**src/design/collision_cfg.svh**
```systemverilog
/*
 * Width and size macros for the collision force unit
 */

`ifndef COLLISION_CFG_SVH
`define COLLISION_CFG_SVH

// Signed velocity and force component width
`define COLL_VEL_W 17

// Pig plus three birds
`define COLL_NUM_BODIES 4

// Raw heading code width
`define COLL_HEAD_W 4

// Decoded compass octant width
`define COLL_OCT_W 3

`endif

```
**src/design/collision_pkg.sv**
```systemverilog
/*
 * Shared packed types for the collision force unit:
 * velocities, bodies, collide mask, octants, striker/target pair, forces
 */

`include "collision_cfg.svh"

package collision_pkg;

    typedef logic signed [`COLL_VEL_W-1:0] vel_t;

    typedef struct packed {
        vel_t x;
        vel_t y;
    } vec_t;

    typedef struct packed {
        vec_t                    vel;
        logic [`COLL_HEAD_W-1:0] head;
    } body_t;

    // Body 0 is the pig, 1 to 3 are birds
    typedef body_t [`COLL_NUM_BODIES-1:0] bodies_t;

    typedef logic [`COLL_NUM_BODIES-1:0] mask_t;

    typedef logic [$clog2(`COLL_NUM_BODIES)-1:0] body_idx_t;

    // 0 is up, clockwise to 7 at upper left
    typedef logic [`COLL_OCT_W-1:0] octant_t;

    typedef octant_t [`COLL_NUM_BODIES-1:0] octants_t;

    typedef struct packed {
        logic      valid;
        body_idx_t striker;
        body_idx_t target;
        vec_t      v_s;
        vec_t      v_t;
    } pair_t;

    typedef vec_t [`COLL_NUM_BODIES-1:0] forces_t;

endpackage

```
**src/design/collision_top.sv**
```systemverilog
/*
 * Collision force unit top: heading decoder and pair selector
 * side by side, feeding the impact response register stage
 */

`timescale 1ns/100ps

module collision_top (
    input  logic                    clk,
    input  logic                    rst,
    input  logic                    vsync,
    input  collision_pkg::mask_t    collide,
    input  collision_pkg::bodies_t  bodies,
    output collision_pkg::forces_t  forces
);

    collision_pkg::octants_t octs;
    collision_pkg::pair_t    pair;

    heading_decoder heading_decoder_i (
        .bodies (bodies),
        .octs   (octs)
    );

    pair_select pair_select_i (
        .collide (collide),
        .bodies  (bodies),
        .pair    (pair)
    );

    // One cycle from a vsync edge to the forces output
    impact_response impact_response_i (
        .clk    (clk),
        .rst    (rst),
        .vsync  (vsync),
        .pair   (pair),
        .octs   (octs),
        .forces (forces)
    );

endmodule

```
**src/design/heading_decoder.sv**
```systemverilog
/*
 * Heading decoder: raw heading code of every body to a compass octant
 */

`timescale 1ns/100ps

`include "collision_cfg.svh"

module heading_decoder (
    input  collision_pkg::bodies_t  bodies,
    output collision_pkg::octants_t octs
);

    /*
     * 7 0 1
     * 6   2
     * 5 4 3
     */
    function automatic collision_pkg::octant_t decode(
        input logic [`COLL_HEAD_W-1:0] code
    );
        collision_pkg::octant_t oct;
        casez (code)
            4'b11??:          oct = 3'd0;
            4'b1000, 4'b1010: oct = 3'd0;
            4'b1001, 4'b1011: oct = 3'd4;
            4'b0110, 4'b0111: oct = 3'd2;
            4'b0100, 4'b0101: oct = 3'd6;
            4'b0010:          oct = 3'd1;
            4'b0011:          oct = 3'd3;
            4'b0001:          oct = 3'd5;
            4'b0000:          oct = 3'd7;
            default:          oct = 3'd0;
        endcase
        return oct;
    endfunction

    // All bodies in parallel, the striker is picked later
    always_comb begin
        for (int i = 0; i < `COLL_NUM_BODIES; i++) begin
            octs[i] = decode(bodies[i].head);
        end
    end

endmodule

```
**src/design/impact_response.sv**
```systemverilog
/*
 * Impact response: octant force rule for a striker/target pair,
 * per-body force register loaded on vsync
 */

`timescale 1ns/100ps

module impact_response (
    input  logic                     clk,
    input  logic                     rst,
    input  logic                     vsync,
    input  collision_pkg::pair_t     pair,
    input  collision_pkg::octants_t  octs,
    output collision_pkg::forces_t   forces
);

    collision_pkg::octant_t oct;
    collision_pkg::vec_t    s;
    collision_pkg::vec_t    t;
    collision_pkg::vel_t    sx_half;
    collision_pkg::vel_t    sx_quarter;
    collision_pkg::vel_t    sy_half;
    collision_pkg::vec_t    f_s;
    collision_pkg::vec_t    f_t;
    collision_pkg::forces_t forces_next;

    // Heading of the striker decides the rule
    assign oct = octs[pair.striker];

    assign s = pair.v_s;
    assign t = pair.v_t;

    // Arithmetic shifts keep the sign
    assign sx_half    = s.x >>> 1;
    assign sx_quarter = s.x >>> 2;
    assign sy_half    = s.y >>> 1;

    always_comb begin
        // Striker recoils against the target's velocity
        if (oct == 3'd0) begin
            f_s.x = t.x - sx_quarter;
        end else begin
            f_s.x = t.x - sx_half;
        end

        if (oct == 3'd2) begin
            f_s.y = t.y;
        end else begin
            f_s.y = t.y - sy_half;
        end

        // Target takes the striker's momentum, full or halved
        case (oct)
            3'd1, 3'd2, 3'd7: f_t.x = s.x;
            3'd5:             f_t.x = -sx_half;
            default:          f_t.x = sx_half;
        endcase

        case (oct)
            3'd0, 3'd1, 3'd6, 3'd7: f_t.y = s.y;
            default:                f_t.y = sy_half;
        endcase
    end

    // Uninvolved bodies get zero
    always_comb begin
        forces_next = '0;
        if (pair.valid) begin
            forces_next[pair.striker] = f_s;
            forces_next[pair.target]  = f_t;
        end
    end

    always_ff @(posedge clk) begin
        if (rst) begin
            forces <= '0;
        end else if (vsync) begin
            forces <= forces_next;
        end
    end

    a_reset_zero: assert property (
        @(posedge clk) rst |=> (forces == '0)
    ) else $error("impact_response: forces not zero after reset");

    // Between frame strobes the output must not move
    a_hold: assert property (
        @(posedge clk) disable iff (rst) !vsync |=> $stable(forces)
    ) else $error("impact_response: forces changed without vsync");

endmodule

```
**src/design/pair_select.sv**
```systemverilog
/*
 * Pair selector: recognises a two-body collide mask and routes
 * the striker and target velocities
 */

`timescale 1ns/100ps

`include "collision_cfg.svh"

module pair_select (
    input  collision_pkg::mask_t   collide,
    input  collision_pkg::bodies_t bodies,
    output collision_pkg::pair_t   pair
);

    logic [$clog2(`COLL_NUM_BODIES+1)-1:0] count;
    collision_pkg::body_idx_t              lo;
    collision_pkg::body_idx_t              hi;
    logic                                  found;

    // Lowest set bit is the target, highest is the striker
    always_comb begin
        count = '0;
        lo    = '0;
        hi    = '0;
        found = 1'b0;
        for (int i = 0; i < `COLL_NUM_BODIES; i++) begin
            if (collide[i]) begin
                count = count + 1'b1;
                hi    = collision_pkg::body_idx_t'(i);
                if (!found) begin
                    lo    = collision_pkg::body_idx_t'(i);
                    found = 1'b1;
                end
            end
        end
    end

    always_comb begin
        pair.valid   = (count == 2);
        pair.striker = hi;
        pair.target  = lo;
        if (pair.valid) begin
            pair.v_s = bodies[hi].vel;
            pair.v_t = bodies[lo].vel;
        end else begin
            pair.v_s = '0;
            pair.v_t = '0;
        end
    end

    // Striker must always sit above target in body order
    a_pair_order: assert final (
        $isunknown(pair) || !pair.valid || (pair.striker > pair.target)
    ) else $error("pair_select: striker %0d not above target %0d",
                  pair.striker, pair.target);

endmodule

```
**config.mk**
```make
export PLATFORM = sky130hd
export DESIGN_NAME = collision_top
export DESIGN_NICKNAME = d
export VERILOG_FILES = /design/src/design/collision_pkg.sv /design/src/design/collision_top.sv /design/src/design/heading_decoder.sv /design/src/design/impact_response.sv /design/src/design/pair_select.sv
export VERILOG_INCLUDE_DIRS = /design/src /design/src/design
export SDC_FILE = /design/constraint.sdc
export NUM_CORES = 1
export LEC_CHECK = 0
export ABC_AREA = 1
export BUFFER_PORTS_ARGS = -buffer_cell sky130_fd_sc_hd__buf_2
export CAP_MARGIN = 20
export CORE_ASPECT_RATIO = 0.6
export CORE_MARGIN = 2
export CORE_UTILIZATION = 38
export DETAILED_ROUTE_END_ITERATION = 7
export GPL_TIMING_DRIVEN = 0
export PLACE_DENSITY_LB_ADDON = 0.12
export REMOVE_ABC_BUFFERS = 1
export SLEW_MARGIN = 20
export SYNTH_ARGS = -nofsm -noshare
export SYNTH_HDL_FRONTEND = slang
export SYNTH_SLANG_ARGS = --single-unit
```
**constraint.sdc**
```tcl
create_clock -name clk -period 12 [get_ports clk]
set_input_delay 1.2 -clock clk [delete_from_list [all_inputs] [get_ports clk]]
set_output_delay 1.2 -clock clk [all_outputs]
set_load 0.02 [all_outputs]
```
### After elaboration in Yosys (flattened, before gate mapping)

Cells that the tools add are included.

| operators by class | value |
|---|---|
| add/subtract/negate cells | 7 |
| magnitude comparators | 4 |
| equality and inequality tests | 54 |
| multiplexer cells | 37 |
| bitwise logic cells | 1 |
| reductions and logical operators | 25 |

Operator list:

| kind | count |
|---|---|
| binary-select mux 38 bit (select 2 bit) | 2 |
| bitwise AND 136 bit | 1 |
| bitwise mux 136 bit | 1 |
| demux 34 bit (select 2 bit) | 2 |
| 2-to-1 mux 136 bit | 1 |
| one-hot mux 3 bit (8 select lines) | 4 |
| 2-to-1 mux 38 bit | 2 |
| 2-to-1 mux 34 bit | 2 |
| 2-to-1 mux 68 bit | 1 |
| equality test 4 x 3 -> 1 bit (second input constant) | 16 |
| equality test 4 bit (second input constant) | 16 |
| 2-to-1 mux 17 bit | 2 |
| one-hot mux 17 bit (2 select lines) | 1 |
| subtractor 17 x 16 -> 17 bit | 2 |
| equality test 4 x 2 -> 1 bit (second input constant) | 8 |
| OR reduction 2 bit | 12 |
| negation 16 -> 17 bit | 1 |
| subtractor 17 x 15 -> 17 bit | 1 |
| equality test 4 x 1 -> 1 bit (second input constant) | 4 |
| zero test 4 bit | 4 |
| 2-to-1 mux 16 bit | 1 |
| OR reduction 3 bit | 5 |
| 2-to-1 mux 2 bit | 7 |
| 2-to-1 mux 3 bit | 4 |
| 13 further kinds | 28 |

| word-level totals | value |
|---|---|
| register bits after elaboration | 136 |
| bits of input ports | 159 |
| output and inout bits | 136 |
| logic and storage cells | 136 |

### Depth between registers and ports, before layout

Gate-level depths: netlist of the first run.

| depth | value |
|---|---|
| depth in word-level cells | 15 |
| depth in mapped cells | 30 |
| mapped depth without buffers | 28 |

### Cells and area by module

A second synthesis of the first run with hierarchy kept.

| unflattened totals | value |
|---|---|
| cell total of the unflattened synthesis | 2462 |
| area total of the unflattened synthesis | 13420.4 um2 |

Modules (own cells, without submodules):

| module | times used | cells an instance | area each (um2) | sequential area each (um2) |
|---|---|---|---|---|
| impact_response | 1 | 1767 | 10246.1 | 2722.6 |
| pair_select | 1 | 646 | 2959.1 | 0.0 |
| heading_decoder | 1 | 49 | 215.2 | 0.0 |

### Least setup slack after synthesis of the first run

No wires, ideal clock.

| timing | value |
|---|---|
| kind | input-to-reg |
| start point | input port collide[1] |
| end point | register, netlist name impact_response_i.forces[27] |
| setup time | 0.070 ns |
| arrival | 4.905 ns |
| data required time | 11.930 ns |
| slack | 7.025 ns |
| stages on the path | 24 |
| path buffers | 2 |
| cells stage by stage | inv_2 > ha_1 > inv_1 > nand2_1 > nand2_1 > inv_1 > ha_1 > nand2_1 > xnor2_4 > nand2_4 > inv_6 > buf_6 > buf_2 > o2111ai_1 > ha_1 > fa_1 > o21ai_0 > a21boi_0 > o21ai_0 > a21oi_1 > xor2_1 > o21ai_0 > nand3_1 > a21oi_1 |

| on the way | value |
|---|---|
| cells in the longest elaborated chain, start to end | 13 |
| elaborated cells on any way between the ends | 47 |
| classes of those cells | add/sub: 5; order compare: 4; eq/ne: 5; mux: 28; bitwise: 1; reduce/logical: 4 |

Ends and longest elaborated chain:

| item | RTL line | text |
|---|---|---|
| start: declaration | collision_top.sv:12 | `input collision_pkg::mask_t collide,` |
| branches (longest 12 deep; another with subtractor 17 x 16 -> 17 bit) | -- |  |
| 2-to-1 mux 136 bit (*) | impact_response.sv:68 | `if (pair.valid) begin` |

Every way passes the cells marked *. The select of a mux whose other input is x is not followed.
A chain may end at the register's enable or synchronous reset.

### Final worst setup path of the first run

| timing | value |
|---|---|
| start point | input port collide[3] |
| end point | register, netlist name impact_response_i.forces[95] |

| on the way | value |
|---|---|
| cells in the longest elaborated chain, start to end | 9 |
| elaborated cells on any way between the ends | 35 |
| classes of those cells | add/sub: 3; order compare: 4; eq/ne: 5; mux: 18; bitwise: 1; reduce/logical: 4 |

Ends and longest elaborated chain:

| item | RTL line | text |
|---|---|---|
| 2-to-1 mux 2 bit | pair_select.sv:28 | `if (collide[i]) begin` |
| binary-select mux 38 bit (select 2 bit), on equally long branches | pair_select.sv:45, pair_select.sv:44 |  |
| 2-to-1 mux 38 bit, on equally long branches | pair_select.sv:45, pair_select.sv:44 |  |
| 2-to-1 mux 68 bit | pair_select.sv:43 | `if (pair.valid) begin` |
| subtractor 17 x 16 -> 17 bit / subtractor 17 x 15 -> 17 bit (equally long branches) | impact_response.sv:43, impact_response.sv:41 |  |
| 2-to-1 mux 17 bit | impact_response.sv:40 | `if (oct == 3'd0) begin` |
| bitwise AND 136 bit (no source line) | -- |  |
| bitwise mux 136 bit | impact_response.sv:70 | `forces_next[pair.target] = f_t;` |
| 2-to-1 mux 136 bit (*) | impact_response.sv:68 |  |

Mark *: on every way between the ends. The rest lies on a longest branch, timed or not. The select of a mux whose other input is x is not followed.

==> results of run 1 <==
[stage by stage]
stage                     instances   util  power (uW)  hold slack, ns
after floorplan                1892      -        1040           0.539
after global placement         2602  0.429        1300           0.450
after detailed placement       2615  0.440        1320           0.452
after CTS                      2647  0.460        1890           0.462
after global routing           2647  0.460        2020           0.475
final                          2648  0.460        1910           0.460
[cells by family (layout without fill, tap and decap cells)]
logic type | count (synthesis) | in the layout
AO/OA/AOI/OAI | 514 | 514
buffers and inverters | 284 | 489
adder cells (fa/ha/maj) | 41 | 41
other | 0 | 1
AND/OR/NAND/NOR | 1028 | 1028
flip-flops | 136 | 136
XOR/XNOR | 22 | 22
multiplexers | 1 | 1
[worst reg2reg max path: cells and delay by family (launching register included)]
| kind | cells | cell delay, ns |
|---|---|---|
| compound gates | 1 | 0.15 |
| flops | 1 | 0.41 |
| simple gates | 1 | 0.07 |
[placed cells by master (no fill, tap or decap), types with 19 or more instances in the layout]
cell                      count
sky130_fd_sc_hd__a21oi_1    220
sky130_fd_sc_hd__o22ai_1     71
sky130_fd_sc_hd__nor2_1      98
sky130_fd_sc_hd__nand3_1    215
sky130_fd_sc_hd__ha_1        38
sky130_fd_sc_hd__nand2_1    592
sky130_fd_sc_hd__or2_2       19
sky130_fd_sc_hd__inv_1      126
sky130_fd_sc_hd__inv_2       20
sky130_fd_sc_hd__nor3_1      21
sky130_fd_sc_hd__nand4_1     27
sky130_fd_sc_hd__o21ai_0    136
sky130_fd_sc_hd__o21ai_1     38
sky130_fd_sc_hd__dfxtp_1    136
sky130_fd_sc_hd__buf_2      293
[worst paths after layout]
| path | slack [ns] | endpoint | start | cells after the start |
|---|---|---|---|---|
| max | 4.80 | impact_response_i.forces[95] | collide[3] | 20 |
| min | 0.46 | impact_response_i.forces[56] | impact_response_i.forces[56] | 2 |
| max reg2reg | 11.30 | impact_response_i.forces[100] | impact_response_i.forces[100] | 2 |
| min reg2reg | 0.46 | impact_response_i.forces[56] | impact_response_i.forces[56] | 2 |
[per-layer routing]
metal | vias up | part of all wire | track usage
li1 | 7224 | - | -
met5 | - | 0 | 0
met4 | 0 | 0.016 | 0.0756
met1 | 6915 | 0.48 | 0.456
met2 | 691 | 0.41 | 0.438
met3 | 60 | 0.092 | 0.0595
[power breakdown]
group          internal (uW)  total (uW)  leakage (uW)  switching [uW]
Clock                    334         568      0.000294             234
Sequential               465         473       0.00110            7.60
Combinational            262         865       0.00548             604
Total                   1060        1910       0.00687             845
[final cells by class]
| class | instances | area, um^2 | area share |
|---|---|---|---|
| clock buffers | 19 | 443 | 0.0308 |
| clock inverters | 13 | 168 | 0.0117 |
| diodes | 1 | 2.50 | 0.000174 |
| well taps | 416 | 520 | 0.0362 |
| flip-flops and latches | 136 | 2720 | 0.190 |
| inverters | 150 | 577 | 0.0402 |
| multi-input cells | 1606 | 8140 | 0.567 |
| repair buffers | 307 | 1780 | 0.124 |
[Yosys cell counts (all sizes together), types with 27 or more instances]
cell type  instances
ha                39
clkbuf            78
nand4             27
a21oi            222
dfxtp            136
o21ai            183
nor3              27
nand3            221
inv              149
buf               56
nor2             107
o22ai             71
nand2            614
==> out/qor.json, run 1 <==
{
  "run_status": {"value": "finished clean"},
  "final_antenna_net_count": {"value": 0},
  "setup_slack": {"value": 4.80, "unit": "ns"},
  "clock_sink_count": {"value": 136},
  "drcViolationCount": {"value": 0},
  "cp-end-kind": {"value": "register"},
  "drive_gt1_frac": {"value": 0.198},
  "final_weighted_congestion_in_routability_driven_placement": {"value": 0.941},
  "setup_viol": {"value": 0},
  "io_buffers": {"value": 294},
  "crit_arrival": {"value": 7.54, "unit": "ns"},
  "viasPerCell": {"value": 5.62},
  "htree_num_levels": {"value": 4},
  "synth-edff-count": {"value": 0},
  "layout.cell_area.non_filler": {"value": 0.0144, "unit": "mm^2"},
  "grt_util_all_layers": {"value": 0.303},
  "synth_cells": {"value": 2026},
  "synth_sequential_area_ratio": {"value": 0.226},
  "nFillCells": {"value": 3375},
  "postCtsSetupBuffers": {"value": 0},
  "detail_route.iter0.violations": {"value": 1509},
  "dr_total_vias": {"value": 14890},
  "cp-start-kind": {"value": "input port"},
  "fmax": {"value": 0.139, "unit": "GHz"},
  "power.density_cell_area": {"value": 133, "unit": "mW/mm^2"},
  "crit_fanout": {"value": 71},
  "average_cell_area_after_synthesis": {"value": 5.95, "unit": "um^2"},
  "cts.repair.resized": {"value": 0},
  "cts_root_buf": {"value": "sky130_fd_sc_hd__clkbuf_16"},
  "maxSlewViolCount": {"value": 0},
  "row_count": {"value": 50},
  "drt-wirelength-per-cell": {"value": 19.4, "unit": "um"},
  "yosysTopAreaCell": {"value": "sky130_fd_sc_hd__dfxtp_1"},
  "grt_start_max_net_pins": {"value": 95},
  "slew_headroom": {"value": 0.338},
  "insertion_delay": {"value": 0.45, "unit": "ns"},
  "worst_hold_path_type": {"value": "register to register"},
  "yosys_warn_count": {"value": 0},
  "vertical_extent_of_the_die": {"value": 142, "unit": "um"},
  "cell_family_contributing_the_most_delay_on_the_critical_path": {"value": "buffers and inverters"},
  "pin_count": {"value": 295},
  "synthMuxAreaShare": {"value": 0.000830},
  "largest_registers": {"value": "impact_response_i.forces (136)"},
  "path_clk_slew": {"value": 0.07, "unit": "ns"},
  "cp_cell_sequence": {"value": "buf_2 -> inv_4 -> nand3_4 -> inv_2 -> nand3_1 -> nand2_1 -> nor2_2 -> nand2_1 -> inv_1 -> o21ai_0 -> inv_1 -> fa_1 -> o21ai_0 -> a21boi_0 -> o21ai_0 -> a21oi_1 -> xor2_1 -> o21ai_0 -> nand3_1 -> a21oi_1"},
  "cts_hold_repair.buffers": {"value": 0},
  "cts_buffers": {"value": 17},
  "dp_worst_setup_slack": {"value": 4.49, "unit": "ns"},
  "cellLeakagePower": {"value": 0.00687, "unit": "uW"},
  "grt_first_pass_wirelength": {"value": 77700, "unit": "um"},
  "synth_compound_gate_area_share": {"value": 0.237},
  "grt_antenna_before_repair": {"value": 1},
  "dp.final_hpwl": {"value": 35700, "unit": "um"},
  "number_of_global_route_vias_before_repair": {"value": 13357},
  "timing.clock.skew": {"value": 0, "unit": "ns"},
  "floorplan.die_area": {"value": 0.0332, "unit": "mm^2"},
  "top_register": {"value": "impact_response_i.forces"},
  "synth.distinct_cells": {"value": 54},
  "worst_path_largest_cell_delay": {"value": 0.79, "unit": "ns"},
  "yosys.area.top_type_share": {"value": 0.226},
  "critPathSlowestCell": {"value": "sky130_fd_sc_hd__inv_4"},
  "synth_area_leaders": {"value": "sky130_fd_sc_hd__dfxtp_1, sky130_fd_sc_hd__nand2_1, sky130_fd_sc_hd__a21oi_1"},
  "async_reset_ff_frac": {"value": 0},
  "timing.critical_path.mode_cell": {"value": "sky130_fd_sc_hd__o21ai_0"},
  "fin_nets": {"value": 2418},
  "routed_wirelength": {"value": 51400, "unit": "um"},
  "slew_at_the_pin_with_the_worst_max_slew_slack": {"value": 0.991, "unit": "ns"},
  "critPathRequiredTime": {"value": 12.33, "unit": "ns"},
  "chipWidth": {"value": 234, "unit": "um"},
  "share_of_synthesized_cell_area_in_full_adder_half_adder_and_majority_cells": {"value": 0.0438},
  "post-route-period-util": {"value": 0.600},
  "final.min_clock_period": {"value": 7.20, "unit": "ns"},
  "worstPathBufferInverterCount": {"value": 5},
  "syn_area": {"value": 0.0121, "unit": "mm^2"},
  "hold_viol_final": {"value": 0},
  "criticalPathCategory": {"value": "input port to register"},
  "initial_utilization": {"value": 0.386},
  "synth-simple-area-share": {"value": 0.374},
  "clock_tree_from_tritoncts": {"value": "built"},
  "yosys_most_used_dff": {"value": "sky130_fd_sc_hd__dfxtp_1"},
  "max_ffs_per_register": {"value": 136},
  "largest_buffer_count_on_any_clock_path": {"value": 2},
  "power.ir.vdd_worst": {"value": 0.0991, "unit": "mV"},
  "area_growth": {"value": 19.1, "unit": "%"},
  "global_route.overflow_total": {"value": 0},
  "grt_setup_unrepaired": {"value": "false"},
  "setup_total_negative_slack": {"value": 0, "unit": "ns"},
  "synth.ff_latch_count": {"value": 136},
  "max_cap_viol_count": {"value": 0},
  "synth_top_family_by_area": {"value": "simple AND/OR/NAND/NOR gates"},
  "post_dp_cell_area": {"value": 0.0137, "unit": "mm^2"},
  "synthXorXnorAreaFrac": {"value": 0.0175},
  "coreArea": {"value": 0.0312, "unit": "mm^2"},
  "dr.pass1.iters": {"value": 6}
}
Power figures use the tool's default switching activity.
==> run 2, diff against run 1 <==
==> constraint.sdc (replaced) <==
create_clock -name clk -period 6.5 [get_ports clk]
set_input_delay 0.65 -clock clk [delete_from_list [all_inputs] [get_ports clk]]
set_output_delay 0.65 -clock clk [all_outputs]
set_load 0.02 [all_outputs]
==> run 2 against run 1 <==
Global-route usage unchanged. Die area is the same. Total power up 85%.
==> out/qor.json, run 2 (synthesis results as in run 1) <==
{
  "run_status": {"value": "finished clean"},
  "grt_antenna_before_repair": {"value": 1},
  "routed_wirelength": {"value": 51500, "unit": "um"},
  "power.density_cell_area": {"value": 244, "unit": "mW/mm^2"},
  "clock_sink_count": {"value": 136},
  "area_growth": {"value": 19.8, "unit": "%"},
  "largest_registers": {"value": "impact_response_i.forces (136)"},
  "cell_internal_pwr": {"value": 1960, "unit": "uW"},
  "path_clk_slew": {"value": 0.07, "unit": "ns"},
  "combinationalPowerShare": {"value": 0.455},
  "grt_start_max_net_pins": {"value": 95},
  "hold_viol_final": {"value": 0},
  "final.min_clock_period": {"value": 5.93, "unit": "ns"},
  "maxSlewViolCount": {"value": 0},
  "setup_viol": {"value": 0},
  "cts_buffers": {"value": 17},
  "top_signal_layer_used": {"value": "met4"},
  "critPathRequiredTime": {"value": 6.83, "unit": "ns"},
  "layout_utilization": {"value": 0.463},
  "floorplan.die_area": {"value": 0.0332, "unit": "mm^2"},
  "drive_gt1_frac": {"value": 0.201},
  "timing.rr.end": {"value": "impact_response_i.forces[134]"},
  "number_of_global_route_vias_before_repair": {"value": 13357},
  "io_buffers": {"value": 294},
  "global_route.overflow_total": {"value": 0},
  "top_register": {"value": "impact_response_i.forces"},
  "max_ffs_per_register": {"value": 136},
  "drcViolationCount": {"value": 0},
  "hold_crit_depth": {"value": 2},
  "power.ir.vdd_worst": {"value": 0.181, "unit": "mV"},
  "fmax": {"value": 0.169, "unit": "GHz"},
  "pin_count": {"value": 295},
  "dr.pass1.iters": {"value": 5},
  "max_cap_viol_count": {"value": 0},
  "crit_end": {"value": "impact_response_i.forces[95]"},
  "viasPerCell": {"value": 5.63},
  "grt_first_pass_wirelength": {"value": 77700, "unit": "um"},
  "cts_hold_repair.buffers": {"value": 0},
  "detail_route.iter0.violations": {"value": 1588},
  "crit_arrival": {"value": 6.25, "unit": "ns"},
  "detailroute.wirelength.met2": {"value": 21100, "unit": "um"},
  "layout.cells.most_common": {"value": "sky130_fd_sc_hd__nand2_1"},
  "initial_utilization": {"value": 0.386},
  "final_antenna_net_count": {"value": 0},
  "insertion_delay": {"value": 0.44, "unit": "ns"},
  "dr_total_vias": {"value": 14943},
  "switching_share": {"value": 0.443},
  "rr_worst_depth": {"value": 2},
  "layout_common_cells": {"value": "sky130_fd_sc_hd__nand2_1, sky130_fd_sc_hd__buf_2, sky130_fd_sc_hd__a21oi_1, sky130_fd_sc_hd__nand3_1"},
  "timing.clock.skew": {"value": 0, "unit": "ns"},
  "htree_num_levels": {"value": 4},
  "slew_at_the_pin_with_the_worst_max_slew_slack": {"value": 0.979, "unit": "ns"},
  "row_count": {"value": 50},
  "vertical_extent_of_the_die": {"value": 142, "unit": "um"},
  "worst_hold_path_type": {"value": "register to register"},
  "crit_fanout": {"value": 32},
  "reg_power_frac": {"value": 0.248},
  "cellLeakagePower": {"value": 0.00690, "unit": "uW"},
  "dp.final_hpwl": {"value": 35700, "unit": "um"},
  "cp-end-kind": {"value": "register"},
  "largest_buffer_count_on_any_clock_path": {"value": 2},
  "coreArea": {"value": 0.0312, "unit": "mm^2"},
  "layout.cell_area.non_filler": {"value": 0.0144, "unit": "mm^2"},
  "grt_util_all_layers": {"value": 0.303},
  "drt-wirelength-per-cell": {"value": 19.4, "unit": "um"},
  "crit_path_start": {"value": "collide[1]"},
  "criticalPathCategory": {"value": "input port to register"},
  "grt_setup_unrepaired": {"value": "false"},
  "wl_met1": {"value": 24600, "unit": "um"},
  "post-route-period-util": {"value": 0.912},
  "slew_headroom": {"value": 0.346},
  "final_weighted_congestion_in_routability_driven_placement": {"value": 0.941},
  "finalHoldWorstSlack": {"value": 0.460, "unit": "ns"},
  "critical_path.reg2reg.startpoint": {"value": "impact_response_i.forces[134]"},
  "chipWidth": {"value": 234, "unit": "um"},
  "r2r_slack": {"value": 5.80, "unit": "ns"},
  "cts_root_buf": {"value": "sky130_fd_sc_hd__clkbuf_16"},
  "fin_nets": {"value": 2424},
  "cp-start-kind": {"value": "input port"},
  "clock_tree_from_tritoncts": {"value": "built"},
  "power_switching": {"value": 1560, "unit": "uW"},
  "post_dp_cell_area": {"value": 0.0137, "unit": "mm^2"},
  "met3_wirelength": {"value": 5080, "unit": "um"},
  "power.share.clock": {"value": 0.298}
}
==> run 2: area by class of cell <==
class	count	area, um^2
Antenna cell	1	2.50
Timing Repair Buffer	312	1830
Multi-Input combinational cell	1607	8170
Clock inverter	13	168
Sequential cell	136	2720
Fill cell	3371	16800
Inverter	150	583
Clock buffer	19	443
Tap cell	416	520
==> run 2: power groups by stage <==
stage	sequential, uW	combinational, uW	clock [uW]
CTS	873	1550	1070
global placement	891	1500	0
global route	875	1760	1090
floorplan	920	1010	0
detailed placement	891	1550	0
finish	873	1600	1050
==> run 2: routing by layer <==
layer | vias up | track usage
li1 | 7238 | -
met4 | 0 | 0.0756
met1 | 6932 | 0.456
met5 | - | 0
met3 | 51 | 0.0595
met2 | 722 | 0.438
==> run 2: worst max-delay path, stage by stage <==
cell and delay, ns:
sky130_fd_sc_hd__buf_2 0.36, sky130_fd_sc_hd__inv_2 0.26, sky130_fd_sc_hd__ha_1 0.28, sky130_fd_sc_hd__a21o_1 0.21
sky130_fd_sc_hd__nand2_4 0.30, sky130_fd_sc_hd__buf_16 0.24, sky130_fd_sc_hd__inv_2 0.24, sky130_fd_sc_hd__nand2_4 0.49
sky130_fd_sc_hd__inv_4 0.34, sky130_fd_sc_hd__nand2_1 0.13, sky130_fd_sc_hd__o2111ai_1 0.14, sky130_fd_sc_hd__ha_1 0.27
sky130_fd_sc_hd__fa_1 0.46, sky130_fd_sc_hd__o21ai_0 0.44, sky130_fd_sc_hd__a21boi_0 0.23, sky130_fd_sc_hd__o21ai_0 0.39
sky130_fd_sc_hd__a21oi_1 0.14, sky130_fd_sc_hd__xor2_1 0.29, sky130_fd_sc_hd__o21ai_0 0.13, sky130_fd_sc_hd__nand3_1 0.13
sky130_fd_sc_hd__a21oi_1 0.06
==> run 2: worst min-delay path by stage <==
stage	from	endpoint	slack, ns
6_report	impact_response_i.forces[56]	impact_response_i.forces[56]	0.46
4_1_cts	impact_response_i.forces[20]	impact_response_i.forces[20]	0.46
3_5_place_dp	impact_response_i.forces[20]	impact_response_i.forces[20]	0.45
5_1_grt	impact_response_i.forces[34]	impact_response_i.forces[34]	0.48
2_1_floorplan	impact_response_i.forces[0]	impact_response_i.forces[0]	0.54
3_3_place_gp	impact_response_i.forces[86]	impact_response_i.forces[86]	0.45
==> run 2: stage by stage <==
| step | total power [uW] | cells | setup TNS (ns) | setup WS [ns] |
|---|---|---|---|---|
| after floorplan | 1930 | 1892 | 0 | 0.723 |
| after global placement | 2390 | 2602 | -312.75 | -3.10 |
| after detailed placement | 2440 | 2615 | -8.04 | -0.464 |
| after CTS | 3490 | 2647 | 0 | 0.0375 |
| after global routing | 3730 | 2653 | 0 | 0.0177 |
| final | 3520 | 2654 | 0 | 0.573 |
==> run 2: repair_timing <==
item / in CTS / in global routing
buffers inserted: 0 / 5
endpoints found under the hold margin: 0 / 0
setup endpoints to repair: 0 / 39
gates resized for setup: 0 / 7
==> run 3, diff against run 2 <==
--- a/config.mk
+++ b/config.mk
@@ -10,11 +10,13 @@
 export BUFFER_PORTS_ARGS = -buffer_cell sky130_fd_sc_hd__buf_2
 export CAP_MARGIN = 20
 export CORE_ASPECT_RATIO = 0.6
-export CORE_MARGIN = 2
+export CORE_MARGIN = 5
 export CORE_UTILIZATION = 38
+export CTS_BUF_LIST = sky130_fd_sc_hd__clkbuf_4 sky130_fd_sc_hd__clkbuf_8 sky130_fd_sc_hd__clkbuf_16
 export DETAILED_ROUTE_END_ITERATION = 7
 export GPL_TIMING_DRIVEN = 0
 export PLACE_DENSITY_LB_ADDON = 0.12
+export RECOVER_POWER = 50
 export REMOVE_ABC_BUFFERS = 1
 export SLEW_MARGIN = 20
 export SYNTH_ARGS = -nofsm -noshare
==> run 3 against run 2 <==
Die area is 6.9% higher. Wire length is 2.9% higher. Global-route usage is 2.0 points lower. Highest routed layer is now met5. Worst hold slack better by 0.0037 ns.
==> out/qor.json, run 3 (synthesis results as in run 1) <==
{
  "dr.pass1.iters": {"value": 5},
  "area.sequential": {"value": 0.00272, "unit": "mm^2"},
  "timing.clock.skew": {"value": 0, "unit": "ns"},
  "number_of_global_route_vias_before_repair": {"value": 13793},
  "largest_registers": {"value": "impact_response_i.forces (136)"},
  "pin_count": {"value": 295},
  "cts_hold_repair.buffers": {"value": 0},
  "path_clk_slew": {"value": 0.06, "unit": "ns"},
  "layout.cells.most_common": {"value": "sky130_fd_sc_hd__nand2_1"},
  "grt_start_max_net_pins": {"value": 94},
  "layout_utilization": {"value": 0.457},
  "nFillCells": {"value": 3418},
  "routed_wirelength": {"value": 53000, "unit": "um"},
  "layout_common_cells": {"value": "sky130_fd_sc_hd__nand2_1, sky130_fd_sc_hd__a21oi_1, sky130_fd_sc_hd__nand3_1, sky130_fd_sc_hd__buf_2"},
  "final_weighted_congestion_in_routability_driven_placement": {"value": 0.943},
  "dp.final_hpwl": {"value": 36700, "unit": "um"},
  "power.density_cell_area": {"value": 254, "unit": "mW/mm^2"},
  "hold_viol_final": {"value": 0},
  "final_antenna_net_count": {"value": 0},
  "slew_headroom": {"value": 0.353},
  "grt_setup_unrepaired": {"value": "false"},
  "setup_viol": {"value": 0},
  "area_growth": {"value": 18.4, "unit": "%"},
  "power.ir.vdd_worst": {"value": 0.191, "unit": "mV"},
  "drcViolationCount": {"value": 0},
  "cts_root_buf": {"value": "sky130_fd_sc_hd__clkbuf_16"},
  "largest_buffer_count_on_any_clock_path": {"value": 2},
  "max_cap_viol_count": {"value": 0},
  "cp-start-kind": {"value": "input port"},
  "grt_util_all_layers": {"value": 0.284},
  "crit_fanout": {"value": 54},
  "global_route.overflow_total": {"value": 0},
  "insertion_delay": {"value": 0.45, "unit": "ns"},
  "post_dp_cell_area": {"value": 0.0137, "unit": "mm^2"},
  "slew_at_the_pin_with_the_worst_max_slew_slack": {"value": 0.968, "unit": "ns"},
  "p_total": {"value": 3630, "unit": "uW"},
  "coreArea": {"value": 0.0312, "unit": "mm^2"},
  "cp-end-kind": {"value": "register"},
  "worst_hold_path_type": {"value": "register to register"},
  "top_register": {"value": "impact_response_i.forces"},
  "criticalPathCategory": {"value": "input port to register"},
  "fmax": {"value": 0.166, "unit": "GHz"},
  "initial_utilization": {"value": 0.386},
  "clock_tree_from_tritoncts": {"value": "built"},
  "htree_num_levels": {"value": 4},
  "dr_total_vias": {"value": 14962},
  "critPathRequiredTime": {"value": 6.83, "unit": "ns"},
  "grt_first_pass_wirelength": {"value": 79300, "unit": "um"},
  "post-route-period-util": {"value": 0.926},
  "detail_route.iter0.violations": {"value": 1453},
  "chipWidth": {"value": 240, "unit": "um"},
  "clock_sink_count": {"value": 136},
  "floorplan.die_area": {"value": 0.0355, "unit": "mm^2"},
  "maxSlewViolCount": {"value": 0},
  "io_buffers": {"value": 294},
  "layout.cell_area.non_filler": {"value": 0.0143, "unit": "mm^2"},
  "cts_buffers": {"value": 17},
  "cellLeakagePower": {"value": 0.00630, "unit": "uW"},
  "vertical_extent_of_the_die": {"value": 148, "unit": "um"},
  "fin_nets": {"value": 2418},
  "area_of_combinational_cells_with_multiple_inputs": {"value": 0.00818, "unit": "mm^2"},
  "row_count": {"value": 50},
  "max_ffs_per_register": {"value": 136},
  "setup_total_negative_slack": {"value": 0, "unit": "ns"},
  "crit_arrival": {"value": 6.34, "unit": "ns"},
  "run_status": {"value": "finished clean"},
  "drt-wirelength-per-cell": {"value": 20.0, "unit": "um"},
  "viasPerCell": {"value": 5.65},
  "final.min_clock_period": {"value": 6.02, "unit": "ns"},
  "grt_antenna_before_repair": {"value": 2},
  "drive_gt1_frac": {"value": 0.138}
}
## run 3: cell count changes in the layout (fill, tap and decap cells not counted), moves of 2 or more
cell	delta
sky130_fd_sc_hd__buf_12	-2
sky130_fd_sc_hd__buf_2	-136
sky130_fd_sc_hd__buf_4	-4
sky130_fd_sc_hd__bufinv_16	+3
sky130_fd_sc_hd__clkbuf_1	+135
## run 3: what timing repair did
item | CTS | global route
endpoints found under the setup margin | 16 | 22
gates cloned | 0 | 1
resized for setup | 2 | 5
setup buffers | 0 | 0
## run 3: area by class of cell
type                    instances  area share
multi-input cells            1607       0.573
flip-flops and latches        136       0.191
repair buffers                306       0.112
inverters                     150      0.0407
well taps                     416      0.0365
clock buffers                  18      0.0303
clock inverters                14      0.0172
diodes                          1    0.000175
## run 3: metal layers
layer  share of wire  global-route usage
met5         0.00040                   0
met4           0.024              0.0916
met3           0.099              0.0662
met2            0.41               0.406
met1            0.47               0.419
## run 3: path summary, 6_finish.rpt
| kind | start | endpoint | slack (ns) | cells past startpoint |
|---|---|---|---|---|
| hold / removal | impact_response_i.forces[49] | impact_response_i.forces[49] | 0.46 | 2 |
| hold reg to reg | impact_response_i.forces[49] | impact_response_i.forces[49] | 0.46 | 2 |
| setup / recovery | collide[1] | impact_response_i.forces[95] | 0.48 | 20 |
| setup reg to reg | impact_response_i.forces[134] | impact_response_i.forces[134] | 5.80 | 2 |
## run 3: metrics by stage
| step | setup slack, ns | hold WS (ns) | cells |
|---|---|---|---|
| finish | 0.483 | 0.464 | 2648 |
| global route | 0.0942 | 0.480 | 2647 |
| CTS | 0.0536 | 0.462 | 2646 |
| detailed placement | -0.847 | 0.452 | 2614 |
| global placement | -3.11 | 0.449 | 2602 |
| floorplan | 0.723 | 0.539 | 1892 |
## run 3: where the power goes
part | switching (uW) | internal (uW) | leakage (uW) | total (uW)
registers | 14.8 | 859 | 0.00110 | 873
logic | 1120 | 476 | 0.00487 | 1590
clock network | 436 | 727 | 0.000328 | 1160
total | 1570 | 2060 | 0.00630 | 3630
## run 3: worst max-delay path: stages
cell,delay (ns)
sky130_fd_sc_hd__buf_2,0.37
sky130_fd_sc_hd__inv_2,0.26
sky130_fd_sc_hd__ha_1,0.28
sky130_fd_sc_hd__a21o_1,0.24
sky130_fd_sc_hd__nand2_8,0.33
sky130_fd_sc_hd__inv_2,0.35
sky130_fd_sc_hd__nand2_4,0.49
sky130_fd_sc_hd__inv_2,0.49
sky130_fd_sc_hd__nand2_1,0.18
sky130_fd_sc_hd__o2111ai_1,0.14
sky130_fd_sc_hd__ha_1,0.26
sky130_fd_sc_hd__fa_1,0.46
sky130_fd_sc_hd__o21ai_1,0.38
sky130_fd_sc_hd__a21boi_0,0.24
sky130_fd_sc_hd__o21ai_0,0.36
sky130_fd_sc_hd__a21oi_1,0.14
sky130_fd_sc_hd__xor2_1,0.33
sky130_fd_sc_hd__o21ai_0,0.14
sky130_fd_sc_hd__nand3_1,0.12
sky130_fd_sc_hd__a21oi_1,0.06
